**src/hw/simt_pkg.sv**
```systemverilog
`default_nettype none

package simt_pkg;

    typedef logic [31:0] data_t;
    typedef logic [7:0]  imem_addr_t;
    typedef logic [7:0]  dmem_addr_t;
    typedef logic [4:0]  reg_addr_t;

    // Per-warp progress through one instruction
    typedef enum logic [2:0] {
        WARP_IDLE,
        WARP_FETCH,
        WARP_DECODE,
        WARP_REQUEST,
        WARP_WAIT,
        WARP_EXECUTE,
        WARP_UPDATE,
        WARP_DONE
    } warp_state_t;

    // Carried in funct3 of R-type and I-type words
    typedef enum logic [2:0] {
        ALU_ADD,
        ALU_SUB,
        ALU_AND,
        ALU_OR,
        ALU_XOR,
        ALU_SLT
    } alu_op_t;

    localparam logic [6:0] OP_REG   = 7'b0110011;
    localparam logic [6:0] OP_IMM   = 7'b0010011;
    localparam logic [6:0] OP_STORE = 7'b0100011;
    localparam logic [6:0] OP_HALT  = 7'b1111111;

    // Read-only register that returns the global thread id
    localparam reg_addr_t TID_REG = 5'd31;

    // Opcode sits in the same bits in every view
    typedef union packed {
        struct packed {
            logic [6:0] funct7;
            reg_addr_t  rs2;
            reg_addr_t  rs1;
            logic [2:0] funct3;
            reg_addr_t  rd;
            logic [6:0] opcode;
        } r_fields;
        struct packed {
            logic [11:0] imm12;
            reg_addr_t   rs1;
            logic [2:0]  funct3;
            reg_addr_t   rd;
            logic [6:0]  opcode;
        } i_fields;
        struct packed {
            logic [6:0] imm_hi;
            reg_addr_t  rs2;
            reg_addr_t  rs1;
            logic [2:0] funct3;
            logic [4:0] imm_lo;
            logic [6:0] opcode;
        } s_fields;
    } instruction_t;

endpackage

`default_nettype wire

```
**src/hw/instr_decoder.sv**
```systemverilog
`default_nettype none

module instr_decoder (
    input  wire                     clk,
    input  wire                     reset,
    input  logic                    decode_en,
    input  simt_pkg::instruction_t  instruction,
    output simt_pkg::alu_op_t       alu_op,
    output logic                    use_imm,
    output simt_pkg::data_t         imm,
    output simt_pkg::reg_addr_t     rd,
    output simt_pkg::reg_addr_t     rs1,
    output simt_pkg::reg_addr_t     rs2,
    output logic                    reg_write,
    output logic                    mem_write,
    output logic                    halt
);
    import simt_pkg::*;

    logic [6:0] opcode;

    assign opcode = instruction.r_fields.opcode;

    // Control flags; anything unrecognised leaves all three low
    always_ff @(posedge clk) begin
        if (reset) begin
            reg_write <= 1'b0;
            mem_write <= 1'b0;
            halt      <= 1'b0;
        end else if (decode_en) begin
            reg_write <= 1'b0;
            mem_write <= 1'b0;
            halt      <= 1'b0;
            case (opcode)
                OP_REG:   reg_write <= (instruction.r_fields.funct3 <= ALU_SLT);
                OP_IMM:   reg_write <= (instruction.i_fields.funct3 <= ALU_SLT);
                OP_STORE: mem_write <= 1'b1;
                OP_HALT:  halt      <= 1'b1;
                default: ;
            endcase
        end
    end

    always_ff @(posedge clk) begin
        if (decode_en) begin
            alu_op  <= alu_op_t'(instruction.r_fields.funct3);
            rd      <= instruction.r_fields.rd;
            rs1     <= instruction.r_fields.rs1;
            rs2     <= instruction.r_fields.rs2;
            use_imm <= (opcode == OP_IMM);
            if (opcode == OP_STORE) begin
                imm <= {{20{instruction.s_fields.imm_hi[6]}},
                        instruction.s_fields.imm_hi, instruction.s_fields.imm_lo};
            end else begin
                imm <= {{20{instruction.i_fields.imm12[11]}}, instruction.i_fields.imm12};
            end
        end
    end

endmodule

`default_nettype wire

```
**config.mk**
```make
export PLATFORM = sky130hd
export DESIGN_NAME = instr_decoder
export DESIGN_NICKNAME = d
export VERILOG_FILES = /design/src/hw/simt_pkg.sv /design/src/hw/instr_decoder.sv
export SDC_FILE = /design/constraint.sdc
export NUM_CORES = 1
export LEC_CHECK = 0
export BUFFER_PORTS_ARGS = -buffer_cell sky130_fd_sc_hd__buf_2
export CAP_MARGIN = 10
export CORE_MARGIN = 5
export CORE_UTILIZATION = 38
export CTS_BUF_LIST = sky130_fd_sc_hd__clkbuf_2 sky130_fd_sc_hd__clkbuf_4 sky130_fd_sc_hd__clkbuf_8
export CTS_CLUSTER_SIZE = 24
export DETAILED_ROUTE_END_ITERATION = 7
export PLACE_DENSITY = 0.76
export SLEW_MARGIN = 15
export SYNTH_ARGS = -nofsm -noshare
export SYNTH_HDL_FRONTEND = slang
export SYNTH_SLANG_ARGS = --single-unit
```
**constraint.sdc**
```tcl
create_clock -name clk -period 1.1 [get_ports clk]
set_input_delay 0.165 -clock clk [delete_from_list [all_inputs] [get_ports clk]]
set_output_delay 0.165 -clock clk [all_outputs]
set_load 0.01 [all_outputs]
```
After elaboration in Yosys (flattened, before gate mapping)
Index checks and enable logic that the tools add are counted.
Word-level totals
  register bits after elaboration: 34
  latch bits: 0
  RAM bits: 0
  bits in read-only memories: 0
  input bits: 35
  output and inout port bits: 54
  word-level logic and storage cells: 19
  memories: 0
Cells by class
  $add $sub $neg: 0
  multipliers: 0
  divide/modulo/power cells: 0
  order comparisons: 1
  equal/unequal tests: 4
  shift operators: 0
  mux-type cells: 4
  bitwise gates (word level): 0
  reductions and logical operators: 1
Operators by type and width (number)
  $eq A7 B6 Y1 const B: 2
  $eq A7 B5 Y1 const B: 1
  $eq A7 B7 Y1 const B: 1
  $mux W5: 1
  $le A3 B3 Y1 const B: 1
  $mux W1: 3
  $reduce_or A2 Y1: 1

Logic depth before layout (Yosys ltp)
  depth after elaboration: 3
  depth in mapped cells: 3
  depth with buffers taken out: 3

Worst setup path after synthesis
OpenSTA, ideal clock, no wires.
  path kind: in2reg
  from: in instruction[4] (netlist name)
  to: reg imm[0] (data pin)
  arrival: 938 ps
  required time: 840 ps
  path slack: -98 ps
  stages on the path: 3
  buffers on the path: 0
  path through: nor4_2 > nand4_2 > mux2_2
Between the ends
  cells in the longest elaborated chain, start to end: 2
Ends and longest elaborated chain
  start, declared: RTL line instr_decoder.sv:7  | input simt_pkg::instruction_t instruction,
  $eq A7 B6 Y1: RTL line instr_decoder.sv:51  | if (opcode == OP_STORE) begin
  $mux W5: RTL line instr_decoder.sv:51
  end signal, assigned: RTL line instr_decoder.sv:52  | imm <= {{20{instruction.s_fields.imm_hi[6]}},
  end signal, assigned: RTL line instr_decoder.sv:55  | imm <= {{20{instruction.i_fields.imm12[11]}}, instruction.i_fields.imm12};
  end, declared: RTL line instr_decoder.sv:10  | output simt_pkg::data_t imm,
No other way between the ends.
A chain may end at the register's enable or synchronous reset.

Worst setup path after layout
  from: reg imm[11] (netlist name)
  to: out imm[31]
No word-level cell between the ends.

==> impl_metrics.ini <==
[job]
max-cap-violations = 0

[critical_path]
arrival_ps = 1050
required_ps = 940
criticalPathCategory = flip-flop to output pin
crit_path_end_kind = output pin
cp-start-kind = flip-flop
cp_max_fo = 21

[finish]
layout_commonest_cell = buf_2
fillers = 279
final_cell_mix = 88 x buf_2, 31 x edfxtp_1, 15 x dlygate4sd3_1
fin_nets = 208
syn_to_final_growth_pct = 50.4
insertedDiodeCount = 0
drive_gt1_share_pct = 62.6

[clock_tree]
clk_pin_slew_ps = 100
clk_path_buf_depth = 2
cts_buffers = 5
cts-root-buf = clkbuf_4
post_cts_buffers = 0
ctsResizeCount = 0
clk_latency_ps = 320
cts_sinks = 34
cts_max_level = 2
cts_tree = done

[route]
first_iter_violations = 16
wirelength_mm = 2.84
vias = 980
wire_per_inst_um = 12.9
drt.antenna.violating_nets = 0
firstDrtPassIters = 3
drc = 0
vias_per_cell = 4.45

[floorplan]
die_y_um = 68.6
dieArea_um2 = 4700
rows = 21
core-area_um2 = 3340
boundaryPins = 89
fp.dieW_um = 68.6
initial_core_util_pct = 39.1

[sta]
relSlewSlack_pct = 84.3
slew_violations = 0
max_slew.worst_pin.slew_ps = 234
rsz0062_at_grt = yes
finClkSkew_ps = 0
finalCriticalPeriod_ps = 1210
post-route-period-util_pct = 110
timing.fmax_ghz = 0.824
fin_tns_setup_ps = -2270
fin_ws_ps = -114
final_hold_viol_count = 0
finalSetupViolations = 21

[synth]
syn-instance-count = 76
synth_area_um2 = 1300
yosysWarnings = 0
syn-num-nets = 111
ys_types = 15
synth_seq_cells = 34
synth.avg_cell_area_um2 = 17.2
yosysSeqAreaShare_pct = 76.0

[power_and_ir_drop]
ir_drop_v = 0.000931
power_density_nw_per_um2 = 1380
power_leakage_nw = 0.879
p_total_mw = 2.71

[grt]
grt_max_degree = 22
grt_pass1_wl_mm = 4.04
grt-ovfl-total = 0
antenna_found_initial = 0
track_usage_pct = 12.3
grt_pass1_vias = 909

[placement]
place_ws_ps = -315
place_congestion = 0.808
io_buffers = 88

[outcome]
run_status = complete, but fails checks
violations = negative setup slack

[min_path]
hold_path.class = input pin to flip-flop
## Yosys cell counts, drive strengths merged
master   number  area, µm²
edfxtp       31        931
buf          20        150
mux2          5       56.3
nand4         4       31.3
dfxtp         3       60.1
inv           3       11.3
nand3         2       10.0
nor2          2       7.51
a2bb2oi       1       8.76
nand2         1       3.75
nor3          1       5.00
nor4          1       12.5
o31ai         1       7.51
o32ai         1       8.76
## stage by stage
step / utilization, % / hold slack [ps] / cell area, µm² / instances
6_report: 58.8 / 25.6 / 1960 / 220
5_1_grt: 58.8 / -4.83 / 1960 / 220
4_1_cts: 55.5 / 1.82 / 1850 / 209
3_5_place_dp: 52.2 / 346 / 1740 / 197
3_3_place_gp: 52.2 / 342 / 1740 / 197
2_1_floorplan: - / 237 / 1300 / 76
## layer usage
layer	GRT usage [%]	routed length, µm
met2	21.8	1480
met5	0	0
met1	10.9	870
met4	5.96	51
met3	7.13	445
## flip-flops by register name, summed over array words and instances (netlist names)
name and cells:
alu_op 3, halt 1, imm 12, mem_write 1, rd 5, reg_write 1, rs1 5, rs2 5
use_imm 1
## critical path, cell delays in order (launching register included)
cell and delay, ps:
edfxtp_1 430, buf_12 170, buf_2 140
## cell families after synthesis
family	share of synthesized area (%)
compound gates	1.92
buf+inv	12.4
flops	76.0
mux	4.32
simple gates	5.37
## path summary, 6_finish.rpt
path	from	end	slack, ps	depth (start not counted)
min	instruction[8]	rd[1]	30	1
max reg2reg	reg_write	reg_write	390	2
max	imm[11]	imm[31]	-110	2
min reg2reg	reg_write	reg_write	480	2
## power by group
group          internal (mW)  switching [mW]  total (mW)
Combinational          0.219           0.216       0.434
Clock                  0.367           0.374       0.741
Sequential              1.51          0.0213        1.53
## repair_timing
action | in CTS | in global routing
hold endpoints to repair | 4 | 11
hold buffers | 4 | 11
setup endpoints to repair | 21 | 21
cloned | 0 | 0
## final cells by class
type / instances / area (µm²) / area share (%)
Inverter: 3 / 11.3 / 0.574
Sequential cell: 34 / 991 / 50.5
Clock buffer: 7 / 65.1 / 3.32
Multi-Input combinational cell: 19 / 151 / 7.72
Timing Repair Buffer: 110 / 681 / 34.7
Tap cell: 46 / 57.6 / 2.94
Clock inverter: 1 / 3.75 / 0.191
Note: power is estimated with default switching activity, not from simulation.
