==> src/hw/simt_pkg.sv <==
`default_nettype none

package simt_pkg;

    typedef logic [31:0] data_t;
    typedef logic [7:0]  imem_addr_t;
    typedef logic [7:0]  dmem_addr_t;
    typedef logic [4:0]  reg_addr_t;

    // Per-warp progress through one instruction
    typedef enum logic [2:0] {
        WARP_IDLE,
        WARP_FETCH,
        WARP_DECODE,
        WARP_REQUEST,
        WARP_WAIT,
        WARP_EXECUTE,
        WARP_UPDATE,
        WARP_DONE
    } warp_state_t;

    // Carried in funct3 of R-type and I-type words
    typedef enum logic [2:0] {
        ALU_ADD,
        ALU_SUB,
        ALU_AND,
        ALU_OR,
        ALU_XOR,
        ALU_SLT
    } alu_op_t;

    localparam logic [6:0] OP_REG   = 7'b0110011;
    localparam logic [6:0] OP_IMM   = 7'b0010011;
    localparam logic [6:0] OP_STORE = 7'b0100011;
    localparam logic [6:0] OP_HALT  = 7'b1111111;

    // Read-only register that returns the global thread id
    localparam reg_addr_t TID_REG = 5'd31;

    // Opcode sits in the same bits in every view
    typedef union packed {
        struct packed {
            logic [6:0] funct7;
            reg_addr_t  rs2;
            reg_addr_t  rs1;
            logic [2:0] funct3;
            reg_addr_t  rd;
            logic [6:0] opcode;
        } r_fields;
        struct packed {
            logic [11:0] imm12;
            reg_addr_t   rs1;
            logic [2:0]  funct3;
            reg_addr_t   rd;
            logic [6:0]  opcode;
        } i_fields;
        struct packed {
            logic [6:0] imm_hi;
            reg_addr_t  rs2;
            reg_addr_t  rs1;
            logic [2:0] funct3;
            logic [4:0] imm_lo;
            logic [6:0] opcode;
        } s_fields;
    } instruction_t;

endpackage

`default_nettype wire

==> src/hw/instr_fetcher.sv <==
`default_nettype none

module instr_fetcher (
    input  wire                     clk,
    input  wire                     reset,
    input  simt_pkg::warp_state_t   warp_state,
    input  simt_pkg::imem_addr_t    pc,
    input  logic                    imem_ready,
    input  simt_pkg::instruction_t  imem_data,
    output logic                    imem_valid,
    output simt_pkg::imem_addr_t    imem_addr,
    output logic                    fetch_done,
    output simt_pkg::instruction_t  instruction
);
    import simt_pkg::*;

    localparam logic [1:0] F_IDLE     = 2'd0;
    localparam logic [1:0] F_FETCHING = 2'd1;
    localparam logic [1:0] F_DONE     = 2'd2;

    logic [1:0] fstate;

    // Request goes out in the first fetch cycle and holds until accepted
    assign imem_valid = (fstate == F_IDLE && warp_state == WARP_FETCH) || fstate == F_FETCHING;
    // PC only moves in update, so it is stable for the whole fetch
    assign imem_addr  = pc;

    always_ff @(posedge clk) begin
        if (reset) begin
            fstate     <= F_IDLE;
            fetch_done <= 1'b0;
        end else begin
            fetch_done <= 1'b0;
            case (fstate)
                F_IDLE, F_FETCHING: begin
                    if (imem_valid && imem_ready) begin
                        fstate     <= F_DONE;
                        fetch_done <= 1'b1;
                    end else if (imem_valid) begin
                        fstate <= F_FETCHING;
                    end
                end
                F_DONE: begin
                    // Rearm once the warp has left fetch
                    if (warp_state != WARP_FETCH) fstate <= F_IDLE;
                end
                default: fstate <= F_IDLE;
            endcase
        end
    end

    always_ff @(posedge clk) begin
        if (imem_valid && imem_ready) instruction <= imem_data;
    end

    a_addr_stable: assert property (@(posedge clk) disable iff (reset)
        imem_valid && !imem_ready |=> imem_valid && $stable(imem_addr));

endmodule

`default_nettype wire

==> config.mk <==
export PLATFORM = sky130hd
export DESIGN_NAME = instr_fetcher
export DESIGN_NICKNAME = d
export VERILOG_FILES = /design/src/hw/simt_pkg.sv /design/src/hw/instr_fetcher.sv
export SDC_FILE = /design/constraint.sdc
export NUM_CORES = 1
export LEC_CHECK = 0
export BUFFER_PORTS_ARGS = -buffer_cell sky130_fd_sc_hd__buf_4
export CORE_MARGIN = 2
export CORE_UTILIZATION = 38
export DETAILED_ROUTE_END_ITERATION = 8
export PLACE_DENSITY = 0.77
export SYNTH_ARGS = -nofsm -noshare
export SYNTH_HDL_FRONTEND = slang
export SYNTH_SLANG_ARGS = --single-unit
==> constraint.sdc <==
create_clock -name clk -period 3.4 [get_ports clk]
set_clock_uncertainty 0.2 [all_clocks]
set_input_delay 0.17 -clock clk [delete_from_list [all_inputs] [get_ports clk]]
set_output_delay 0.17 -clock clk [all_outputs]
set_load 0.02 [all_outputs]
# == After elaboration in Yosys (flattened, before gate mapping) ==
# Index checks and enable logic that the tools add are counted.
# word_totals
reg_bits,35
latchBits,0
ramBits,0
rom_bits,0
input_bits,46
output_inout_bits,42
elab_cells,22
memories,0
# classes
add_sub_neg,0
n_mul,0
div_mod_pow,0
magnitude_cmp,0
eq_ne,6
shift,0
muxes,5
bitwise_logic,1
n_reduce_logical,7
# ops
cell,n
2-bit 2-to-1 mux,3
2-bit one-hot mux with 2 select lines,1
2-bit OR reduction,2
3-bit by 1-bit equality test with 1-bit output (second input constant),1
3-bit by 1-bit inequality test with 1-bit output (second input constant),1
3-bit inequality test (second input constant),1
2-bit by 1-bit equality test with 1-bit output (second input constant),1
2-bit equality test (second input constant),1
1-bit logical AND,2
2-bit zero test,1
2-bit inequality test (second input constant),1
2-bit AND reduction,1
1-bit logical OR,1
1-bit 2-to-1 mux,1
1-bit NOT,1

# == Longest topological paths before layout ==
# depth
depth_word,6
mapped_depth,2
ltp_nobuf,2

# == Worst setup path before layout ==
# OpenSTA, ideal clock, no wires.
# synth_timing
path_type,input -> register
startpoint,input port warp_state[2]
endpoint,register instruction[0] (netlist bit) (enable)
setup_time_ps,432
arrival_ps,2211
t_required_ps,2768
setup_slack_ps,557
path_stages,2
path_buffers,0
cell_sequence,or3b_4 a21oi_1
# synth_via
elab_chain_cells,4
# synth_rtl
item,line,text
from (decl),instr_fetcher.sv:6,"input simt_pkg::warp_state_t warp_state,"
3-bit by 1-bit equality test with 1-bit output,instr_fetcher.sv:24,assign imem_valid = (fstate == F_IDLE && warp_state == WARP_FETCH) || fstate == F_FETCHING;
1-bit logical AND,instr_fetcher.sv:24,
1-bit logical OR,instr_fetcher.sv:24,
1-bit logical AND,instr_fetcher.sv:53,if (imem_valid && imem_ready) instruction <= imem_data;
to (signal assigned),instr_fetcher.sv:53,
to (decl),instr_fetcher.sv:13,output simt_pkg::instruction_t instruction
# Every way passes these cells.
# A chain may end at the register's enable or synchronous reset.

# == Final worst setup path ==
# layout_timing
startpoint,input port warp_state[1]
endpoint,register instruction[24] (netlist bit) (enable)
# The elaborated chain is that of the path after synthesis.

==> run metrics <==
antenna violations before repair=0; Die Wd=59.16 µm; DRC=0; post-layout min period=2.258 ns; setup_tns=0 ns; largest net degree at the start of global routing=33; Synth Warn #=0; share of cells above drive strength 1=50.00%; Synth Flop Type=edfxtp_1; H-tree depth=2; Placed Area=1682 µm²; Setup WS post-layout=1.142 ns; Post-Syn Area=1156 µm²; Slew headroom=36.86%; PD cells=412.0 nW/µm²; part of the power in registers=55.1%; count of final setup violators=0; via count=895; full die area=3499 µm²; asr flop ratio synth=0%; startpoint types=primary input; Crit Path Class=in -> reg; clock buffer depth=2; worst skew pair latency=0.33 ns; critical path arrival=2.02 ns; post-synthesis register bit count=35; core footprint=2978 µm²; Yosys cell types=10; Post-CTS Setup Repair Bufs=0; DR pass1 iterations=4; final core occ=71.81%; Final ANT Viol Nets=0; Iteration-0 DRC Markers=54; Post-synth EDFFs=32; Hold Path Sink=imem_addr[4]; placed insts=149; Cell Rows=20; hold path cells=0; # IOs=88; Net Switching=180.0 µW; Num CTS Buffers=5; syn nets=99; vias per std cell=4.590; fin area=2138 µm²; CTS tree=yes; total grt overflow=0; MaxCap Viol Count=0; CP delay by family, top=compound AO/OA/AOI/OAI gates; worst r2r src=fstate[1]; worst-margin pin slew=0.9450 ns; top-count cell post-synth=edfxtp_1; syn_area_per_cell=21.81 µm²; IO buf count=71; hold_sp=pc[4]; fin. max-slew vios=0; worst slack, placed=1.307 ns; worst r2r dst=instruction[24]; nets=207; cell-internal power=701.0 µW; outcome=finished clean; total inserted antenna cells=0; clk sinks=35; period utilisation layout=66.40%; Largest stage delay, worst path=0.76 ns; HPWL Detailed=1.836 mm; crit path max fanout=32; commonest cells in the netlist=edfxtp_1, buf_4, dfxtp_1; Hold WC Path Type=in -> out; Starting Density=38.82%; FF-to-FF path depth=2; register area share after synthesis=88.31%; Chip Height=59.16 µm; Clock transition at path regs=0.09 ns; Yosys top cell area share=83.12%; Max Fclk=0.4429 GHz; GRT Total Usage=19.78%; Pleak=0.0008833 µW; combinational share of power=12.3%; Clk pwr share=32.6%; vias in the first global route=934; flop2flop setup slack=1.51 ns; clk root buf=clkbuf_4; routability cong.=0.6960; Area Overhead vs Synth=84.96%; Synth area leaders=edfxtp_1, dfxtp_1, buf_4; drt total wl=3.236 mm; Synth area leader=edfxtp_1; final hold violation count=0; RSZ-0062 raised after global routing=false; crit path cell chain=dlygate4sd3_1 > buf_4 > or3b_4 > a21oi_4; Crit. End Element=flip-flop; Slowest cell on crit path=a21oi_4; Avg WL per Cell=16.59 µm; count of buffer and inverter cells on the critical path=2; Required @ worst endpoint=3.16 ns; Mapped Cells=53; Sw Ratio=20.44%; worst vdd ir=0.2473 mV; post-route insts no fill=195; global-route wire length before repair=4.636 mm
## sequential cells by signal, indices dropped and copies added, names as in the netlist
signal       cells
fstate           2
fetch_done       1
instruction     32
## cells in the final DEF (no fill, tap or decap)
cell and n:
a2111oi_1 1, a21oi_1 1, a21oi_4 1, clkbuf_4 5, bufinv_16 1, a2111oi_2 1, nand2b_1 2, edfxtp_1 32
clkinv_1 1, clkinv_2 1, dlygate4sd3_1 38, inv_1 2, buf_4 71, dfxtp_1 3, a221oi_1 1, or3b_4 1
## worst reg2reg max path, stage by stage, from the launching register on
cell and delay (ns):
dfxtp_1 0.37, nand2b_1 0.21, a21oi_4 0.74
## per-stage QoR
step,hold slack (ns),total power (µW)
finish,0.1400,881.0
global route,0.1400,913.6
CTS,0.1401,882.3
detailed placement,0.1401,566.7
global placement,0.1401,564.6
floorplan,0.03886,529.4
## kinds of logic after synthesis
family                 synth area share, %
buffers and inverters                5.845
AO/OA/AOI/OAI                        3.788
flip-flops                           88.31
AND/OR/NAND/NOR                      2.056
## area by class of cell
cell class / count / area (µm²)
Sequential cell: 35 / 1021
Inverter: 2 / 7.507
Timing Repair Buffer: 109 / 913.4
Clock buffer: 5 / 37.54
Tap cell: 33 / 41.29
Clock inverter: 3 / 38.79
Fill cell: 184 / 839.6
Multi-Input combinational cell: 8 / 78.83
## how the worst max path moves through the flow
stage | from | to | slack (ns) | cells after the start
after floorplan | warp_state[2] | instruction[0] | 0.56 | 2
after global placement | warp_state[2] | instruction[3] | 1.34 | 3
after detailed placement | warp_state[2] | instruction[3] | 1.31 | 3
after CTS | warp_state[1] | instruction[13] | 1.14 | 4
after global routing | warp_state[1] | instruction[27] | 1.07 | 4
final | warp_state[1] | instruction[24] | 1.14 | 4
## power groups by stage
stage               Clock [µW]  Sequential [µW]  Combinational (µW)
CTS                        291              485                 106
global route               312              486                 115
global placement             0              494                70.5
detailed placement           0              495                71.9
finish                     287              485                 108
floorplan                    0              507                22.4
## routing by layer
metal  routed length (µm)  track usage [%]  part of all wire [%]  vias to the layer above
met5                    0                0                     0                        -
met4                   46            9.416                   1.4                        0
met3                  415            12.01                    13                        4
met2                 1583            32.22                    49                       63
met1                 1190            20.00                    37                      417
li1                     -                -                     -                      411
## what timing repair did
item,CTS,global route
resized for setup,0,0
endpoints found under the hold margin,35,0
hold buffers,38,0
setup endpoints to repair,0,0
Note: power is estimated with default switching activity, not from simulation.
