### src/hw/simt_pkg.sv
`default_nettype none

package simt_pkg;

    typedef logic [31:0] data_t;
    typedef logic [7:0]  imem_addr_t;
    typedef logic [7:0]  dmem_addr_t;
    typedef logic [4:0]  reg_addr_t;

    // Per-warp progress through one instruction
    typedef enum logic [2:0] {
        WARP_IDLE,
        WARP_FETCH,
        WARP_DECODE,
        WARP_REQUEST,
        WARP_WAIT,
        WARP_EXECUTE,
        WARP_UPDATE,
        WARP_DONE
    } warp_state_t;

    // Carried in funct3 of R-type and I-type words
    typedef enum logic [2:0] {
        ALU_ADD,
        ALU_SUB,
        ALU_AND,
        ALU_OR,
        ALU_XOR,
        ALU_SLT
    } alu_op_t;

    localparam logic [6:0] OP_REG   = 7'b0110011;
    localparam logic [6:0] OP_IMM   = 7'b0010011;
    localparam logic [6:0] OP_STORE = 7'b0100011;
    localparam logic [6:0] OP_HALT  = 7'b1111111;

    // Read-only register that returns the global thread id
    localparam reg_addr_t TID_REG = 5'd31;

    // Opcode sits in the same bits in every view
    typedef union packed {
        struct packed {
            logic [6:0] funct7;
            reg_addr_t  rs2;
            reg_addr_t  rs1;
            logic [2:0] funct3;
            reg_addr_t  rd;
            logic [6:0] opcode;
        } r_fields;
        struct packed {
            logic [11:0] imm12;
            reg_addr_t   rs1;
            logic [2:0]  funct3;
            reg_addr_t   rd;
            logic [6:0]  opcode;
        } i_fields;
        struct packed {
            logic [6:0] imm_hi;
            reg_addr_t  rs2;
            reg_addr_t  rs1;
            logic [2:0] funct3;
            logic [4:0] imm_lo;
            logic [6:0] opcode;
        } s_fields;
    } instruction_t;

endpackage

`default_nettype wire

### src/hw/lane_store_unit.sv
`default_nettype none

module lane_store_unit (
    input  wire                   clk,
    input  wire                   reset,
    input  logic                  store_req,
    input  logic                  mem_write,
    input  simt_pkg::data_t       rs1_data,
    input  simt_pkg::data_t       rs2_data,
    input  simt_pkg::data_t       imm,
    input  logic                  dmem_wready,
    output logic                  dmem_wvalid,
    output simt_pkg::dmem_addr_t  dmem_waddr,
    output simt_pkg::data_t       dmem_wdata,
    output logic                  busy
);
    import simt_pkg::*;

    logic issue;

    assign issue = store_req && mem_write && !dmem_wvalid;
    // Counts from the request pulse until the handshake
    assign busy  = issue || dmem_wvalid;

    always_ff @(posedge clk) begin
        if (reset) begin
            dmem_wvalid <= 1'b0;
        end else if (dmem_wvalid && dmem_wready) begin
            dmem_wvalid <= 1'b0;
        end else if (issue) begin
            dmem_wvalid <= 1'b1;
        end
    end

    // Address wraps to the 8-bit data space
    always_ff @(posedge clk) begin
        if (issue) begin
            dmem_waddr <= dmem_addr_t'(rs1_data + imm);
            dmem_wdata <= rs2_data;
        end
    end

    a_hold_until_ready: assert property (@(posedge clk) disable iff (reset)
        dmem_wvalid && !dmem_wready |=>
            dmem_wvalid && $stable(dmem_waddr) && $stable(dmem_wdata));

endmodule

`default_nettype wire

### config.mk
export PLATFORM = sky130hd
export DESIGN_NAME = lane_store_unit
export DESIGN_NICKNAME = d
export VERILOG_FILES = /design/src/hw/simt_pkg.sv /design/src/hw/lane_store_unit.sv
export SDC_FILE = /design/constraint.sdc
export NUM_CORES = 1
export LEC_CHECK = 0
export BUFFER_PORTS_ARGS = -buffer_cell sky130_fd_sc_hd__buf_4
export CORE_ASPECT_RATIO = 0.75
export CORE_UTILIZATION = 37
export DETAILED_ROUTE_END_ITERATION = 8
export GPL_ROUTABILITY_DRIVEN = 0
export GPL_TIMING_DRIVEN = 0
export PLACE_DENSITY = 0.76
export SYNTH_ARGS = -nofsm -noshare
export SYNTH_HDL_FRONTEND = slang
export SYNTH_SLANG_ARGS = --single-unit
export TNS_END_PERCENT = 50
### constraint.sdc
create_clock -name clk -period 3.65 [get_ports clk]
set_clock_uncertainty 0.2 [all_clocks]
set_input_delay 0.365 -clock clk [delete_from_list [all_inputs] [get_ports clk]]
set_output_delay 0.365 -clock clk [all_outputs]
set_load 0.02 [all_outputs]
# ---- After elaboration in Yosys (flattened, before gate mapping)
# Cells that the tools add are included.
dict set report op_classes {
  add_sub_neg 1
  n_reduce_logical 6
}
# cell n
set op_table {}
lappend op_table {{8-bit adder} 1}
lappend op_table {{1-bit logical AND} 3}
lappend op_table {{2-bit OR reduction} 1}
lappend op_table {{1-bit zero test} 1}
lappend op_table {{1-bit logical OR} 1}
dict set report totals {
  ff_bits 41
  word_cells 10
}

# ---- Logic depth before layout (Yosys ltp)
# Gate-level depths: netlist of run 1.
dict set report logic_depth {
  ltp_word 3
  depth_mapped 6
  mapped_depth_nobuf 6
}

# ---- Worst setup path after synthesis of run 1
# No wires, ideal clock.
dict set report synth_timing {
  kind {input to register}
  from {in store_req}
  to {reg dmem_waddr[0] (enable)}
  arrival_time_ns 2.117
  t_required_ns 3.012
  setup_slack_ns 0.896
  cell_stages 2
  path_cell_list {nand2_1 > nor2_1}
}
dict set report synth_via {
  elab_chain_len 2
}
# item line_no
set synth_lines {}
lappend synth_lines {{start: declaration} lane_store_unit.sv:6} ;# input logic store_req,
lappend synth_lines {{1-bit logical AND (2 in series)} lane_store_unit.sv:21} ;# assign issue = store_req && mem_write && !dmem_wvalid;
lappend synth_lines {{net issue} lane_store_unit.sv:19} ;# logic issue;
lappend synth_lines {{end signal: assignment} lane_store_unit.sv:38} ;# dmem_waddr <= dmem_addr_t'(rs1_data + imm);
lappend synth_lines {{end: declaration} lane_store_unit.sv:13} ;# output simt_pkg::dmem_addr_t dmem_waddr,
# The timed path passes the listed nets, and every way through them passes these cells.
# A chain may end at the register's enable or synchronous reset.

# ---- Worst setup path in the final report of run 1
dict set report layout_timing {
  from {in rs1_data[0]}
  to {reg dmem_waddr[6], data pin}
}
dict set report layout_via {
  elab_chain_len 1
}
# item line_no
set layout_lines {}
lappend layout_lines {{start: declaration} lane_store_unit.sv:8} ;# input simt_pkg::data_t rs1_data,
lappend layout_lines {{8-bit adder} lane_store_unit.sv:38}
# Every way passes these cells.

==> metrics.csv, run 1 <==
stage;metric;value;unit
setup_path;end_kind;flop;
synth;syn-num-nets;197;
clock_tree;h-tree-depth;2;
floorplanning;ios;143;
drt;drt-pass1-iter-count;4;
global_routing;grt_pass1_vias;1051;
synth;synth_commonest_cells;edfxtp_1, ha_1, a21oi_1;
global_routing;grt-busiest-layer;met2;
synth;yosysTopAreaCellShare;76.1;%
clock_tree;cts.sinks;41;
synth;synth_area_leaders;edfxtp_1, ha_1, a21oi_1, o211ai_1, dfxtp_1;
global_routing;grt_usage;16.0;%
clock_tree;post_cts_resized;0;
synth;yosysWarnings;0;
clock_tree;clk_pin_slew;0.07;ns
timing;fmax;541;MHz
drt;drt_iter0_markers;61;
timing;tns;0;ns
global_routing;grt_start_max_net_pins;24;
setup_path;worstPathArrival;1.64;ns
cells_and_area;diodes;0;
synth;avgSynthCellArea;17.9;µm²
timing;holdWs;0.0587;ns
drt;via_count;1138;
power_and_ir_drop;power_density;429;mW/mm²
placement;io_buffers;94;
timing;finalMaxSlewViolations;0;
global_routing;grt_overflow;0;
drt;wl_per_cell;14.0;µm
cells_and_area;fillers;314;
timing;rsz0062_at_grt;no;
synth;synth_seq_cells;41;
setup_path;required;3.44;ns
synth;ys_types;26;
clock_tree;cts_tree;done;
run;maxCapViolCount;0;
drt;drc;0;
setup_path;crit_family;compound AO/OA/AOI/OAI gates;
global_routing;antenna_found_initial;0;
floorplanning;dieArea;0.00453;mm²
floorplanning;core-area;0.00408;mm²
setup_path;setup.worst_path.class;input pin to flop;
setup_path;max_stage_delay;0.34;ns
global_routing;grt_pass1_wl;5290;µm
floorplanning;die_x;77.4;µm
synth;ys_async_sr_fraction;0;%
clock_tree;post_cts_buffers;0;
synth;syn_area;0.00158;mm²
clock_tree;cts_buffers;5;
setup_path;critical-path-slowest-cell;o311ai_0;
worst_hold_path;hp-class;input pin to flop;
clock_tree;cts_buffer_depth;2;
timing;finalCritPeriodShare;50.6;%
setup_path;cp_cell_sequence;buf_4 > ha_1 > inv_1 > fa_1 > nor2b_4 > o311ai_0 > o311ai_1;
setup_path;crit_buf_inv;2;
clock_tree;clock_latency;0.28;ns
timing;slew_headroom;63.1;%
global_routing;use_met1;19.9;%
placement;hpwl;2770;µm
drt;drt-total-wl;3440;µm
timing;tightest_slew;0.553;ns
timing;setup_violations;0;
synth;synth_top_flop_cell;edfxtp_1;
power_and_ir_drop;leakage;1.06;nW
cells_and_area;drive_gt1_share;54.7;%
synth;yosysMostFrequentCell;edfxtp_1;
floorplanning;die_height;58.6;µm
cells_and_area;fin_nets;299;
clock_tree;holdBufCountCts;0;
synth;ys_seq_area_share;77.4;%
synth;syn_inst;88;
floorplanning;start_util;38.7;%
timing;hold_violations;0;
drt;vias_per_cell;4.64;
drt;detail-route-antenna-nets;0;
outcome;status;finished clean;
setup_path;crit_fanout;3;
global_routing;grt_use_met3;4.81;%
power_and_ir_drop;vdd_drop_max;0.000239;V
synth;synth_edf_count;40;
floorplanning;num_rows;20;
synth;synth_area_leader_cell;edfxtp_1;
setup_path;start_kind;input pin;
timing;period_needed;1.85;ns
global_routing;met2_usage;27.1;%
cells_and_area;fin_util;61.1;%
clock_tree;cts_root_buffer;clkbuf_8;
cells_and_area;area_delta_synth_final;57.9;%
layout make-up:
type / instances / area, µm² / area share [%]
flip-flops and latches: 41 / 1220 / 49.0
repair buffers: 95 / 733 / 29.4
multi-input cells: 42 / 345 / 13.9
clock buffers: 5 / 68.8 / 2.76
well taps: 55 / 68.8 / 2.76
clock inverters: 2 / 35.0 / 1.41
inverters: 5 / 18.8 / 0.753
where the power goes:
part	internal, mW	switching, mW	leakage (nW)	total, mW
Combinational	0.0911	0.0868	0.626	0.178
Sequential	0.547	0.00724	0.381	0.555
Clock	0.199	0.137	0.0540	0.335
Total	0.837	0.231	1.06	1.07
cells by family (layout without fill, tap and decap cells):
kind of cell / Yosys count / after routing / synth area share, %
AOI/OAI and AO/OA: 19 / 19 / 8.17
buffers and inverters: 5 / 107 / 1.19
adders and majority gates: 8 / 8 / 6.82
DFF: 41 / 41 / 77.4
xor gates and xnor gates: 4 / 4 / 2.22
and+or+nand+nor: 11 / 11 / 4.20
worst paths after layout:
check | slack (ns) | cells past startpoint | start | end
worst max register to register | 2.09 | 2 | dmem_wvalid$_SDFFE_PP0P_ | dmem_wdata[24]$_DFFE_PP_
worst min register to register | 0.43 | 2 | dmem_wvalid$_SDFFE_PP0P_ | dmem_wvalid$_SDFFE_PP0P_
worst min-delay path | 0.06 | 1 | rs2_data[19] | dmem_wdata[19]$_DFFE_PP_
worst max-delay path | 1.80 | 7 | rs1_data[0] | dmem_waddr[6]$_DFFE_PP_
cell usage in the layout, fill, tap and decap left out, drive strengths merged, types with 2 or more instances in the layout:
cell / count
buf: 95
o311ai: 2
xnor2: 2
nand2b: 2
nor2b: 2
inv: 5
ha: 7
a21oi: 6
nand2: 2
nor2: 2
o21ai: 2
o211ai: 3
xor2: 2
clkbuf: 5
edfxtp: 40
through the flow:
stage	cell area [µm²]	total power, mW	cells	setup slack, ns
after floorplan	1580	0.649	88	0.896
after global placement	2350	0.733	237	0.351
after detailed placement	2390	0.744	238	1.52
after CTS	2490	1.08	245	1.81
after global routing	2490	1.12	245	1.72
final	2490	1.07	245	1.80
registers in the layout (all words and copies together) (netlist names):
signal,cells
dmem_waddr,8
dmem_wvalid,1
dmem_wdata,32
routing by layer:
| layer | up-vias | share of wire [%] |
|---|---|---|
| li1 | 544 | - |
| met1 | 530 | 42 |
| met2 | 60 | 49 |
| met3 | 4 | 7.6 |
| met4 | 0 | 1.2 |
| met5 | - | 0 |
(Power assumes the default switching activity.)
==> inputs of run 2 (changes only) <==
- clock period: 3.65 -> 1.75 ns (I/O delays scaled with it)
==> run 2 against run 1 <==
  * Design area up 14%
  * Non-clock buffer count increased by 34
  * Sequential cell count stayed put
  * Worst hold slack better by 0.12 ns
  * Final cell count is 15% higher
  * Core utilization rose by 8.3 points
  * Sequential power increased by 110%
  * Largest cell class unchanged
  * Largest power group unchanged
==> metrics.csv, run 2 (synthesis gave the netlist of run 1 again) <==
stage;metric;value;unit
outcome;status;finished clean;
setup_path;critical-path-slowest-cell;dlygate4sd3_1;
setup_path;start_kind;flop;
placement;hpwl;2630;µm
placement;io_buffers;94;
drt;drc;0;
power_and_ir_drop;vdd_drop_max;0.000495;V
power_and_ir_drop;leakage;1.20;nW
floorplanning;ios;143;
timing;finalCritPeriodShare;92.7;%
cells_and_area;regMostFlops;dmem_wdata;
setup_path;max_stage_delay;0.56;ns
drt;drt-pass1-iter-count;4;
cells_and_area;reg.largest.list;dmem_wdata (32), dmem_waddr (8), dmem_wvalid (1);
floorplanning;die_height;58.6;µm
global_routing;use_met1;21.7;%
cells_and_area;fin_nets;334;
timing;finalMaxSlewViolations;0;
global_routing;grt_start_max_net_pins;21;
cells_and_area;stdcell_count;281;
cells_and_area;largest_reg_flops;32;
setup_path;worstPathArrival;1.61;ns
cells_and_area;drive_gt1_share;46.0;%
setup_path;reg2reg_slack;0.13;ns
setup_path;setup.worst_path.class;flop to flop;
cells_and_area;final_cell_mix;buf_4, edfxtp_1, dlygate4sd3_1;
power_and_ir_drop;power_density;820;mW/mm²
drt;vias_per_cell;4.62;
setup_path;cp_cell_sequence;a21oi_1 > dlygate4sd3_1 > and2_1;
global_routing;antenna_found_initial;0;
clock_tree;cts_tree;done;
global_routing;grt-busiest-layer;met2;
clock_tree;cts_buffers;5;
timing;period_needed;1.62;ns
cells_and_area;area_delta_synth_final;79.5;%
global_routing;grt_usage;18.8;%
drt;via_count;1299;
placement;dp_cells;237;
floorplanning;core-area;0.00408;mm²
global_routing;grt_use_met3;4.81;%
cells_and_area;layout_commonest_cell;buf_4;
timing;tightest_slew;0.597;ns
drt;drt_iter0_markers;34;
clock_tree;cts_buffer_depth;2;
timing;setup_violations;0;
drt;detail-route-antenna-nets;0;
floorplanning;num_rows;20;
clock_tree;h-tree-depth;2;
setup_path;crit_fanout;5;
global_routing;grt_pass1_wl;6140;µm
cells_and_area;fin_util;69.4;%
global_routing;grt_pass1_vias;1288;
global_routing;grt_overflow;0;
worst_hold_path;hp-class;input pin to flop;
clock_tree;cts_root_buffer;clkbuf_8;
setup_path;end_kind;flop;
clock_tree;clk_pin_slew;0.08;ns
clock_tree;cts.sinks;41;
drt;wl_per_cell;15.0;µm
timing;slew_headroom;60.1;%
cells_and_area;diodes;0;
timing;fmax;616;MHz
setup_path;required;1.73;ns
run;maxCapViolCount;0;
drt;drt-total-wl;4210;µm
clock_tree;clock_latency;0.28;ns
timing;hold_violations;0;
floorplanning;dieArea;0.00453;mm²
floorplanning;die_x;77.4;µm
global_routing;met2_usage;34.0;%
floorplanning;start_util;38.7;%
timing;rsz0062_at_grt;no;
[run 2: cell types whose count changed in the layout (fill, tap and decap cells not counted)]
cell,change
nor2_4,+1
dlygate4sd3_1,+35
buf_16,-1
clkinv_1,+1
clkinvlp_4,+1
clkinv_2,-1
[run 2: path summary, 6_finish.rpt]
check / from / endpoint / cells after the start
worst max-delay path: dmem_wvalid$_SDFFE_PP0P_ / dmem_wvalid$_SDFFE_PP0P_ / 3
worst min-delay path: imm[3] / dmem_waddr[3]$_DFFE_PP_ / 3
worst max register to register: dmem_wvalid$_SDFFE_PP0P_ / dmem_wvalid$_SDFFE_PP0P_ / 3
worst min register to register: dmem_wvalid$_SDFFE_PP0P_ / dmem_wvalid$_SDFFE_PP0P_ / 2
[run 2: power by group]
| group | internal [mW] | switching (mW) | leakage (nW) |
|---|---|---|---|
| registers | 1.14 | 0.0183 | 0.381 |
| clock network | 0.420 | 0.306 | 0.0518 |
| logic | 0.237 | 0.199 | 0.762 |
| total | 1.80 | 0.523 | 1.20 |
[run 2: worst max-delay path: cells and delay by family, from the launching register on]
kind                   cells  cell delay (ns)
and+or+nand+nor            1             0.15
buffers and inverters      1             0.56
AOI/OAI and AO/OA          1             0.11
DFF                        1             0.51
[run 2: metrics by stage]
| step | TNS [ns] | cell area, µm² | hold WS, ns | power (mW) | worst slack, ns |
|---|---|---|---|---|---|
| 3_3_place_gp | -0.118 | 2360 | 0.153 | 1.53 | -0.113 |
| 5_1_grt | 0 | 2830 | 0.192 | 2.42 | 0.0581 |
| 2_1_floorplan | 0 | 1590 | 0.0739 | 1.35 | 0.100 |
| 6_report | 0 | 2830 | 0.179 | 2.32 | 0.127 |
| 4_1_cts | 0 | 2830 | 0.173 | 2.34 | 0.134 |
| 3_5_place_dp | -2.51 | 2360 | 0.155 | 1.54 | -0.124 |
[run 2: area by class of cell]
cell class / count / area, µm²
Tap cell: 55 / 68.8
Clock buffer: 5 / 68.8
Inverter: 5 / 18.8
Fill cell: 274 / 1250
Timing Repair Buffer: 129 / 1060
Multi-Input combinational cell: 43 / 357
Sequential cell: 41 / 1220
Clock inverter: 3 / 41.3
[run 2: timing repair]
item                                   4_1_cts  5_1_grt
setup buffers                                0        0
endpoints found under the hold margin       34        0
setup endpoints to repair                   40        0
gates resized for setup                      1        0
hold buffers                                35        0
[run 2: per-layer routing]
metal | share of wire (%) | up-vias | wire length (µm)
li1 | - | 616 | -
met1 | 42 | 620 | 1780
met2 | 51 | 59 | 2140
met3 | 5.8 | 4 | 243
met4 | 1.2 | 0 | 50
met5 | 0 | - | 0
