[src/hw/simt_pkg.sv]
`default_nettype none

package simt_pkg;

    typedef logic [31:0] data_t;
    typedef logic [7:0]  imem_addr_t;
    typedef logic [7:0]  dmem_addr_t;
    typedef logic [4:0]  reg_addr_t;

    // Per-warp progress through one instruction
    typedef enum logic [2:0] {
        WARP_IDLE,
        WARP_FETCH,
        WARP_DECODE,
        WARP_REQUEST,
        WARP_WAIT,
        WARP_EXECUTE,
        WARP_UPDATE,
        WARP_DONE
    } warp_state_t;

    // Carried in funct3 of R-type and I-type words
    typedef enum logic [2:0] {
        ALU_ADD,
        ALU_SUB,
        ALU_AND,
        ALU_OR,
        ALU_XOR,
        ALU_SLT
    } alu_op_t;

    localparam logic [6:0] OP_REG   = 7'b0110011;
    localparam logic [6:0] OP_IMM   = 7'b0010011;
    localparam logic [6:0] OP_STORE = 7'b0100011;
    localparam logic [6:0] OP_HALT  = 7'b1111111;

    // Read-only register that returns the global thread id
    localparam reg_addr_t TID_REG = 5'd31;

    // Opcode sits in the same bits in every view
    typedef union packed {
        struct packed {
            logic [6:0] funct7;
            reg_addr_t  rs2;
            reg_addr_t  rs1;
            logic [2:0] funct3;
            reg_addr_t  rd;
            logic [6:0] opcode;
        } r_fields;
        struct packed {
            logic [11:0] imm12;
            reg_addr_t   rs1;
            logic [2:0]  funct3;
            reg_addr_t   rd;
            logic [6:0]  opcode;
        } i_fields;
        struct packed {
            logic [6:0] imm_hi;
            reg_addr_t  rs2;
            reg_addr_t  rs1;
            logic [2:0] funct3;
            logic [4:0] imm_lo;
            logic [6:0] opcode;
        } s_fields;
    } instruction_t;

endpackage

`default_nettype wire

[src/hw/lane_alu.sv]
`default_nettype none

module lane_alu (
    input  wire                clk,
    input  wire                reset,
    input  logic               execute_en,
    input  simt_pkg::alu_op_t  alu_op,
    input  logic               use_imm,
    input  simt_pkg::data_t    rs1_data,
    input  simt_pkg::data_t    rs2_data,
    input  simt_pkg::data_t    imm,
    output simt_pkg::data_t    result
);
    import simt_pkg::*;

    data_t b;

    assign b = use_imm ? imm : rs2_data;

    always_ff @(posedge clk) begin
        if (reset) begin
            result <= '0;
        end else if (execute_en) begin
            case (alu_op)
                ALU_ADD: result <= rs1_data + b;
                ALU_SUB: result <= rs1_data - b;
                ALU_AND: result <= rs1_data & b;
                ALU_OR:  result <= rs1_data | b;
                ALU_XOR: result <= rs1_data ^ b;
                ALU_SLT: result <= data_t'($signed(rs1_data) < $signed(b));
                default: result <= '0;
            endcase
        end
    end

endmodule

`default_nettype wire

[config.mk]
export PLATFORM = sky130hd
export DESIGN_NAME = lane_alu
export DESIGN_NICKNAME = d
export VERILOG_FILES = /design/src/hw/simt_pkg.sv /design/src/hw/lane_alu.sv
export SDC_FILE = /design/constraint.sdc
export NUM_CORES = 1
export LEC_CHECK = 0
export ABC_CLOCK_PERIOD_IN_PS = 5600
export BUFFER_PORTS_ARGS = -buffer_cell sky130_fd_sc_hd__buf_4
export CAP_MARGIN = 20
export CORE_UTILIZATION = 55
export CTS_CLUSTER_DIAMETER = 100
export DETAILED_ROUTE_END_ITERATION = 7
export GPL_ROUTABILITY_DRIVEN = 0
export GPL_TIMING_DRIVEN = 0
export PLACE_DENSITY = 0.79
export SETUP_SLACK_MARGIN = 0.2
export SLEW_MARGIN = 30
export SYNTH_ARGS = -nofsm -noshare
export SYNTH_HDL_FRONTEND = slang
export SYNTH_SLANG_ARGS = --single-unit
[constraint.sdc]
create_clock -name clk -period 5.6 [get_ports clk]
set_input_delay 1.12 -clock clk [delete_from_list [all_inputs] [get_ports clk]]
set_output_delay 1.12 -clock clk [all_outputs]
set_load 0.005 [all_outputs]
# Word-level counts from Yosys, hierarchy flattened
# Index checks and enable logic that the tools add are counted.
[op_classes]
n_addsub = 2
n_lt_le_gt_ge = 1
n_eq_ne = 5
muxes = 2
n_bitwise = 3
n_reduce_logical = 1
[op_table]
columns = ["cell", "count"]
rows = [
  ["32-bit one-hot mux with 6 select lines", 1],
  ["32-bit adder", 1],
  ["32-bit AND", 1],
  ["32-bit less-than comparator", 1],
  ["32-bit 2-to-1 mux", 1],
  ["32-bit bitwise OR", 1],
  ["32-bit subtractor", 1],
  ["32-bit bitwise XOR", 1],
  ["3-bit by 2-bit == test with 1-bit output (second input constant)", 2],
  ["3-bit == test (second input constant)", 2],
  ["3-bit by 1-bit == test with 1-bit output (second input constant)", 1],
  ["3-bit zero test", 1],
]
[totals]
reg_bits = 32
inputBits = 103
output_inout_bits = 32
word_cells = 15

# Logic depth before layout (Yosys ltp)
# Gate-level depths: netlist of run 1.
[logic_depth]
ltp_word = 3
depth_mapped = 15
mapped_depth_nobuf = 13

# Least setup slack after synthesis of run 1
# OpenSTA, ideal clock, no wires.
[synth_timing]
path_type = "input -> register"
from = "in use_imm"
to = "reg result[24]"
setup_time_ns = 0.088
t_arrival_ns = 4.651
t_required_ns = 5.512
slack_ns = 0.861
stages = 15
n_path_buf = 2
cell_sequence = "clkbuf_1 -> buf_1 -> mux2i_1 -> inv_1 -> ha_1 -> inv_1 -> fa_1 -> nand3b_2 -> a2111oi_4 -> o211ai_2 -> a211o_1 -> a211o_1 -> a2111oi_2 -> a211oi_1 -> nor4_2"
[synth_via]
elab_chain_len = 3
elab_cells_between_ends = 7
cone_classes = "2 x add/sub; 2 x mux; 3 x bitwise"
[synth_rtl]
columns = ["item", "line_no", "rtl"]
rows = [
  ["start: declaration", "lane_alu.sv:8", "input logic use_imm,"],
  ["32-bit 2-to-1 mux *", "lane_alu.sv:18", "assign b = use_imm ? imm : rs2_data;"],
  ["32-bit subtractor, or another cell as far along", "lane_alu.sv:26", "ALU_SUB: result <= rs1_data - b;"],
  ["32-bit one-hot mux with 6 select lines *", "lane_alu.sv:24", "case (alu_op)"],
  ["end signal: assignment", "lane_alu.sv:25", "ALU_ADD: result <= rs1_data + b;"],
  ["end signal: assignment", "lane_alu.sv:26", ""],
  ["end signal: assignment", "lane_alu.sv:27", "ALU_AND: result <= rs1_data & b;"],
  ["end: declaration", "lane_alu.sv:12", "output simt_pkg::data_t result"],
]
# Mark *: on every way between the ends. The rest lies on a longest branch, timed or not.
# A chain may end at the register's enable or synchronous reset.

# Worst setup path after layout of run 1
# Same ends and word-level chain as after synthesis.

==> impl_metrics.tcl, run 1 <==
set metrics [dict create \
    outcome "complete, but fails checks" \
    crit_fanout 10 \
    cp-end-kind "flop" \
    port_buffers 131 \
    initial_utilization_pct 56.23 \
    finalSetupViolations 0 \
    clkLatencyLatePin_ns 0.28 \
    finalCriticalPeriod_ns 5.058 \
    ir_drop_mv 0.1557 \
    largest_reg_flops 32 \
    first_pass_iters 8 \
    leakagePower_nw 3.935 \
    power_density_mw_per_mm2 171.4 \
    drc 4 \
    slew_headroom_pct 32.42 \
    worst_pin_slew_ns 1.003 \
    dp.cells 1317 \
    synth_area_leader_cell "ha_1" \
    layout_common_cells "buf_4 (131), a21oi_1 (105), ha_1 (103)" \
    cts_tree "built" \
    drtAntennaViolNets 0 \
    finalPower_mw 1.451 \
    antenna_found_initial 0 \
    syn2layout_area_growth_pct 19.31 \
    drive_above_1_share_pct 15.61 \
    cts.sinks 32 \
    async_flop_share_pct 0 \
    synth.avg_cell_area_um2 6.998 \
    violations "DRC" \
    maxSlewViolCount 0 \
    fin_cells 1325 \
    whs_endpoint "result[5]$_SDFFE_PP0P_" \
    clock_path_buffers 2 \
    synth_cell_types 79 \
    hp-start "result[5]$_SDFFE_PP0P_" \
    drv_cap 0 \
    final_util_pct 67.08 \
    cts-buffers-inserted 5 \
    synthFlopType "dfxtp_1" \
    synthesis.nets 1222 \
    setup.worst_path.class "input port to flop" \
    hp-class "flop to flop" \
    routed_wl_um 26540 \
    r2r_slack_ns 4.27 \
    largestRegisters "result x32" \
    grt_max_degree 12 \
    pin_count 135 \
    worstHoldPathCells 2 \
    overflow 0 \
    timing.rr.end "result[22]$_SDFFE_PP0P_" \
    cp.arrival_ns 5.27 \
    rsz0062_at_grt "false" \
    synth_edf_count 0 \
    preCtsSetupSlack_ns 0.3888 \
    grt_pass1_wl_um 40050 \
    fp.dieW_um 115.6 \
    postCtsHoldBufs 0 \
    synth-seq-area-share_pct 9.028 \
    antennaDiodeCount 0 \
    htree_num_levels 2 \
    hold_viol 0 \
    critPathLaunchType "input port" \
    cp.required_ns 5.81 \
    postCtsSetupBuffers 0 \
    wl_per_cell_um 20.03 \
    grt_pass1_vias 7690 \
    hold_slack_ns 0.5032 \
    num-nets-final 1360 \
    cts_root_buffer "clkbuf_16" \
    post-dp-hpwl_um 20320 \
    setup_ws_ns 0.5420 \
    fin_crit_sh_pct 90.32 \
    path_clk_slew_ns 0.06 \
    rows 41 \
    synth_top_area_share_pct 18.16 \
    regMostFlops "result" \
    synthCells 1014 \
    via_count 8805 \
    final_common_cell "buf_4" \
    drt-initial-drc-count 1112 \
    dieArea_mm2 0.01336 \
    rr_worst_depth 5 \
    core_mm2 0.01262 \
    ys.warnings.count 0 \
    finalClockSkew_ns 0 \
    viasPerCell 6.645 \
    max_freq_mhz 197.7 \
    chipHeight_um 115.6 \
    synth_area_leaders "ha_1 (18%), dfxtp_1 (9.0%), a21oi_1 (7.4%)" \
    synth_seq_cells 32 \
    cts_resized 0 \
    syn_area_mm2 0.007096 \
    grtUsageTotal_pct 38.83 \
    crit-reg2reg-launch "result[22]$_SDFFE_PP0P_" \
]
[stage by stage]
stage | area (um2) | setup TNS (ns)
2_1_floorplan | 7096 | 0
3_3_place_gp | 8294 | -0.005699
3_5_place_dp | 8298 | 0
4_1_cts | 8466 | 0
5_1_grt | 8466 | 0
6_report | 8466 | 0
[synthesized netlist by cell type, types with 17 or more instances]
cell type and count:
ha_1 103, nor3_1 22, inv_1 94, nand3_1 17
clkbuf_1 43, nand2_1 75, a21oi_1 105, mux2i_1 40
o21ai_0 52, dfxtp_1 32, nor2_1 85
[area by class of cell]
cell class / count / area, um2
plain buffers: 62 / 251.5
clock buffers: 5 / 125.1
clock inverters: 3 / 42.54
fillers: 1204 / 4154
inverters: 100 / 375.4
multi-input cells: 820 / 5832
flip-flops and latches: 32 / 640.6
well taps: 172 / 215.2
repair buffers: 131 / 983.4
[layer usage]
layer / part of all wire [%] / routed length [um] / global-route usage [%]
met2: 43 / 11320 / 60.88
met3: 14 / 3595 / 8.054
met5: 0 / 0 / 0
met4: 5.1 / 1361 / 18.53
met1: 39 / 10260 / 50.75
[worst max path at each step]
stage / from / to / slack [ns] / cells after the start
global placement: use_imm / result[24]$_SDFFE_PP0P_ / -0.006 / 15
CTS: use_imm / result[24]$_SDFFE_PP0P_ / 0.66 / 15
detailed placement: use_imm / result[18]$_SDFFE_PP0P_ / 0.39 / 14
floorplan: use_imm / result[24]$_SDFFE_PP0P_ / 0.86 / 15
finish: use_imm / result[24]$_SDFFE_PP0P_ / 0.54 / 15
global route: use_imm / result[24]$_SDFFE_PP0P_ / 0.42 / 15
[power by group]
part | internal (mW) | switching, mW
registers | 0.243 | 0.0129
logic | 0.336 | 0.532
clock network | 0.209 | 0.118
[logic make-up after synthesis]
kind of cell | share of synthesized area [%]
flip-flops | 9.028
XOR/XNOR | 2.098
buffers and inverters | 8.782
multiplexers | 6.754
AND/OR/NAND/NOR | 20.17
adder cells (fa/ha/maj) | 18.73
AO/OA/AOI/OAI | 34.44
[critical path, cell delays in order]
cell and delay [ns]:
clkbuf_1 0.20, buf_2 0.44, mux2i_1 0.18, inv_1 0.11
ha_1 0.23, inv_1 0.08, fa_1 0.43, nand3b_2 0.28
a2111oi_4 0.50, o211ai_2 0.25, a211o_1 0.31, a211o_1 0.37
a2111oi_2 0.39, a211oi_1 0.11, nor4_2 0.24
Power figures use the tool's default switching activity.
==> inputs of run 2 (changes only) <==
- CORE_ASPECT_RATIO: not set -> 2
==> run 2 against run 1 <==
- die area rose by 0.21%
- combinational power rose by 3.3%
- the run still ends with DRC left
- count of clock-buffer cells in the layout rose by 2
- largest cell class unchanged
- power fell by 0.20%
- largest power group unchanged
- non-clock buffer count did not move
- highest routed layer unchanged
- first-iteration DRC count rose by 5.9%
==> impl_metrics.tcl, run 2 (same netlist as run 1, synthesis figures left out) <==
set metrics [dict create \
    path_clk_slew_ns 0.06 \
    largest_reg_flops 32 \
    maxSlewViolCount 0 \
    largestRegisters "result x32" \
    hp-class "flop to flop" \
    hp-start "result[18]$_SDFFE_PP0P_" \
    cts.sinks 32 \
    violations "DRC" \
    slew_headroom_pct 30.05 \
    drt-initial-drc-count 1178 \
    worst_pin_slew_ns 1.044 \
    finalSetupViolations 0 \
    finalClockSkew_ns 0 \
    grt_pass1_wl_um 46600 \
    drtAntennaViolNets 0 \
    antenna_found_initial 0 \
    via_count 8982 \
    fin_crit_sh_pct 92.13 \
    fp.dieW_um 82.32 \
    clock_path_buffers 2 \
    rsz0062_at_grt "false" \
    cpPeakStageDelay_ns 0.66 \
    drc 1 \
    ir_drop_mv 0.1351 \
    path_common_cell "a21oi_1" \
    cts-buffers-inserted 5 \
    cp-end-kind "flop" \
    whs_endpoint "result[18]$_SDFFE_PP0P_" \
    setup.worst_path.class "input port to flop" \
    grtUsageTotal_pct 47.46 \
    drv_cap 0 \
    chipHeight_um 162.6 \
    postCtsSetupBuffers 0 \
    dieArea_mm2 0.01339 \
    leakagePower_nw 3.926 \
    grt_pass1_vias 8628 \
    crit_fanout 10 \
    rr_worst_depth 5 \
    routed_wl_um 29670 \
    overflow 0 \
    layout_common_cells "buf_4 (131), a21oi_1 (105), ha_1 (103)" \
    grt_max_degree 11 \
    outcome "complete, but fails checks" \
    post-dp-hpwl_um 22280 \
    core_mm2 0.01255 \
    fillCellCount 1174 \
    critPathLaunchType "input port" \
    port_buffers 131 \
    initial_utilization_pct 56.52 \
    worstHoldPathCells 2 \
    crit-reg2reg-launch "result[22]$_SDFFE_PP0P_" \
    first_pass_iters 8 \
    num-nets-final 1360 \
    clkLatencyLatePin_ns 0.28 \
    viasPerCell 6.893 \
    dp.cells 1295 \
    max_freq_mhz 193.8 \
    pin_count 135 \
    r2r_slack_ns 4.31 \
    drive_above_1_share_pct 15.52 \
    hold_viol 0 \
    cts_resized 0 \
    cts_root_buffer "clkbuf_16" \
    crit_slowest_cell "a2111oi_4" \
    cp.arrival_ns 5.30 \
    cp.required_ns 5.74 \
    cp_cell_sequence "clkbuf_1, buf_2, mux2i_1, inv_1, fa_1, nor2_1, o221ai_1, a2111oi_4, a21oi_1, a21oi_1, o41ai_2, o2111ai_1, a211oi_1" \
    setup_tns_ns 0 \
    rows 58 \
    crit_buf_inv 3 \
    wl_per_cell_um 22.77 \
    finalPower_mw 1.448 \
    regMostFlops "result" \
    final_common_cell "buf_4" \
    syn2layout_area_growth_pct 18.71 \
    fin_cells 1303 \
    final_cell_area_mm2 0.008423 \
    timing.rr.end "result[22]$_SDFFE_PP0P_" \
    cts_tree "built" \
    power_density_mw_per_mm2 171.9 \
    place_area_mm2 0.008270 \
    finalCriticalPeriod_ns 5.159 \
    htree_num_levels 2 \
    postCtsHoldBufs 0 \
    crit_family "compound AO/OA/AOI/OAI gates" \
    antennaDiodeCount 0 \
]
-- run 2: cell types whose count changed in the layout (fill, tap and decap cells not counted) --
cell       delta
buf_2         -1
clkbuf_1      +1
clkbuf_8      +1
o21ai_1       +1
clkbuf_4      +1
o21ai_0       -1
clkinv_2      -1
bufinv_16     -1
-- run 2: worst max path at each step --
| stage | startpoint | cells after the start | endpoint |
|---|---|---|---|
| 3_5_place_dp | use_imm | 15 | result[24]$_SDFFE_PP0P_ |
| 5_1_grt | use_imm | 13 | result[0]$_SDFFE_PP0P_ |
| 4_1_cts | use_imm | 15 | result[26]$_SDFFE_PP0P_ |
| 2_1_floorplan | use_imm | 15 | result[24]$_SDFFE_PP0P_ |
| 6_report | use_imm | 13 | result[0]$_SDFFE_PP0P_ |
| 3_3_place_gp | use_imm | 15 | result[24]$_SDFFE_PP0P_ |
-- run 2: per-layer routing --
| layer | track usage (%) | up-vias | part of all wire (%) |
|---|---|---|---|
| met3 | 18.21 | 285 | 11 |
| met5 | 4.167 | - | 0 |
| met2 | 71.41 | 658 | 46 |
| met4 | 43.86 | 0 | 12 |
| li1 | - | 3973 | - |
| met1 | 48.60 | 4066 | 32 |
-- run 2: area by class of cell --
class	instances	area, um2	area share (%)
Multi-Input combinational cell	820	5832	69.24
Timing Repair Buffer	131	983.4	11.68
Sequential cell	32	640.6	7.605
Inverter	100	375.4	4.456
Buffer	62	254.0	3.015
Tap cell	150	187.7	2.228
Clock buffer	7	142.6	1.693
Clock inverter	1	7.507	0.08913
-- run 2: power by group --
group	internal [mW]	switching [mW]
Combinational	0.337	0.560
Clock	0.178	0.119
Sequential	0.243	0.0119
-- run 2: worst register-to-register path: stages, from the launching register on --
cell	delay, ns
dfxtp_1	0.34
nand2_1	0.07
a21boi_0	0.18
nor2b_1	0.21
mux2_1	0.31
o2bb2ai_1	0.13
-- run 2: per-stage QoR --
step	hold slack [ns]	util (%)	setup WS, ns
3_3_place_gp	0.4602	65.85	-0.1114
6_report	0.4760	67.09	0.4406
5_1_grt	0.5118	67.09	0.2456
4_1_cts	0.4727	67.07	0.5696
2_1_floorplan	0.4460	-	0.8611
3_5_place_dp	0.4648	65.88	0.3109
==> inputs of run 3 (changes only) <==
- BUFFER_PORTS_ARGS: -buffer_cell sky130_fd_sc_hd__buf_4 -> not set
- DONT_BUFFER_PORTS: not set -> 1
- PLACE_DENSITY: 0.79 -> 0.7
==> run 3 against run 2 <==
- the flow now finishes without violations
- cell count fell by 10%
- power is 1.4% lower
- combinational power down 9.9%
- die area did not move
- critical path depth decreased by 1
- core utilization decreased by 7.5 points
- setup slack improved by 0.14 ns
- non-clock buffer count decreased by 131
- critical path type unchanged
- largest cell class unchanged
==> impl_metrics.tcl, run 3 (same netlist as run 1, synthesis figures left out) <==
set metrics [dict create \
    drtAntennaViolNets 0 \
    cts_root_buffer "clkbuf_16" \
    hold_slack_ns 0.5154 \
    core_mm2 0.01255 \
    pin_count 135 \
    rsz0062_at_grt "false" \
    drive_above_1_share_pct 4.990 \
    crit-reg2reg-launch "result[22]$_SDFFE_PP0P_" \
    path_clk_slew_ns 0.06 \
    grtUsageTotal_pct 45.08 \
    setup_ws_ns 0.5852 \
    cp.arrival_ns 5.16 \
    largestRegisters "result x32" \
    grtUsageMet2_pct 70.32 \
    slew_headroom_pct 33.92 \
    preCtsSetupSlack_ns 0.4338 \
    cp-startpoint "use_imm" \
    cp.required_ns 5.75 \
    use_met3_pct 15.80 \
    drv_cap 0 \
    initial_utilization_pct 56.52 \
    cp-end-kind "flop" \
    first_pass_iters 8 \
    antenna_found_initial 0 \
    postCtsHoldBufs 0 \
    num-nets-final 1229 \
    htree_num_levels 2 \
    finalClockSkew_ns 0 \
    viasPerCell 7.064 \
    hp-class "flop to flop" \
    via_count 8279 \
    syn2layout_area_growth_pct 5.378 \
    max_freq_mhz 199.4 \
    final_common_cell "a21oi_1" \
    drc 0 \
    setup_tns_ns 0 \
    layout_common_cells "a21oi_1 (105), ha_1 (103), inv_1 (94)" \
    wl_per_cell_um 24.81 \
    regMostFlops "result" \
    post-dp-hpwl_um 22120 \
    leakagePower_nw 3.301 \
    rows 58 \
    grt_pass1_wl_um 44090 \
    hold_viol 0 \
    critPathLaunchType "input port" \
    busiest_layer "met2" \
    dieArea_mm2 0.01339 \
    antennaDiodeCount 0 \
    maxSlewViolCount 0 \
    crit_fanout 10 \
    worst_pin_slew_ns 0.9867 \
    grt_max_degree 11 \
    outcome "complete, no violations" \
    cts.sinks 32 \
    setup.worst_path.class "input port to flop" \
    cts-buffers-inserted 5 \
    drt-initial-drc-count 932 \
    largest_reg_flops 32 \
    final_cell_area_mm2 0.007477 \
    clock_path_buffers 2 \
    port_buffers 0 \
    cts_tree "built" \
    grtUsageMet1_pct 44.54 \
    routed_wl_um 29080 \
    fin_crit_sh_pct 89.55 \
    finalPower_mw 1.428 \
    clkLatencyLatePin_ns 0.29 \
    fp.dieW_um 82.32 \
    chipHeight_um 162.6 \
    hp-start "result[13]$_SDFFE_PP0P_" \
    finalCriticalPeriod_ns 5.015 \
    fillCellCount 1291 \
    postCtsSetupBuffers 0 \
    power_density_mw_per_mm2 191.0 \
    finalSetupViolations 0 \
    r2r_slack_ns 4.28 \
    grt_pass1_vias 8025 \
    overflow 0 \
    place_area_mm2 0.007287 \
    ir_drop_mv 0.1386 \
]
==> run 3: changes by cell type in the layout (fill, tap and decap cells not counted), sizes merged <==
cell	before	now
buf	149	19
bufinv	0	1
clkbuf	51	50
clkinvlp	1	0
==> run 3: what timing repair did <==
item | 4_1_cts | 5_1_grt
endpoints found under the setup margin | 0 | 1
gates resized for setup | 0 | 1
hold endpoints to repair | 0 | 0
==> run 3: per-stage QoR <==
step,cells,util [%]
4_1_cts,1172,59.50
3_5_place_dp,1164,58.04
6_report,1172,59.56
5_1_grt,1172,59.56
3_3_place_gp,1164,58.01
2_1_floorplan,1014,-
==> run 3: layout make-up <==
cell class	count	area, um2	share of cell area, %
multi-input combinational	820	5839	78.10
sequential	32	640.6	8.568
tap	150	187.7	2.510
inverter	100	375.4	5.020
clock buffer	7	152.6	2.041
clock inverter	1	30.03	0.4016
buffer	62	251.5	3.363
==> run 3: critical path: stages <==
cell and delay (ns):
clkbuf_1 0.19, buf_2 0.48, mux2i_1 0.35, ha_1 0.35, nor4_1 0.85, nand2_1 0.19, nor3_1 0.47, a21oi_1 0.13
a21oi_1 0.53, o41ai_2 0.18, o2111ai_1 0.22, a211oi_1 0.11
==> run 3: per-layer routing <==
metal	vias to the layer above	part of all wire, %
met5	-	0
met4	0	12
met2	565	46
li1	3717	-
met1	3766	32
met3	231	10
==> run 3: report_power, final <==
part           leakage (nW)  switching (mW)  internal, mW  total [mW]
logic                  2.95           0.531         0.277       0.808
registers             0.262          0.0156         0.243       0.259
clock network        0.0901           0.126         0.235       0.361
total                  3.30           0.673         0.755        1.43
==> run 3: path summary, 6_finish.rpt <==
| kind | cells past startpoint | end |
|---|---|---|
| setup / recovery | 12 | result[0]$_SDFFE_PP0P_ |
| hold / removal | 2 | result[13]$_SDFFE_PP0P_ |
| setup reg to reg | 5 | result[22]$_SDFFE_PP0P_ |
| hold reg to reg | 2 | result[13]$_SDFFE_PP0P_ |
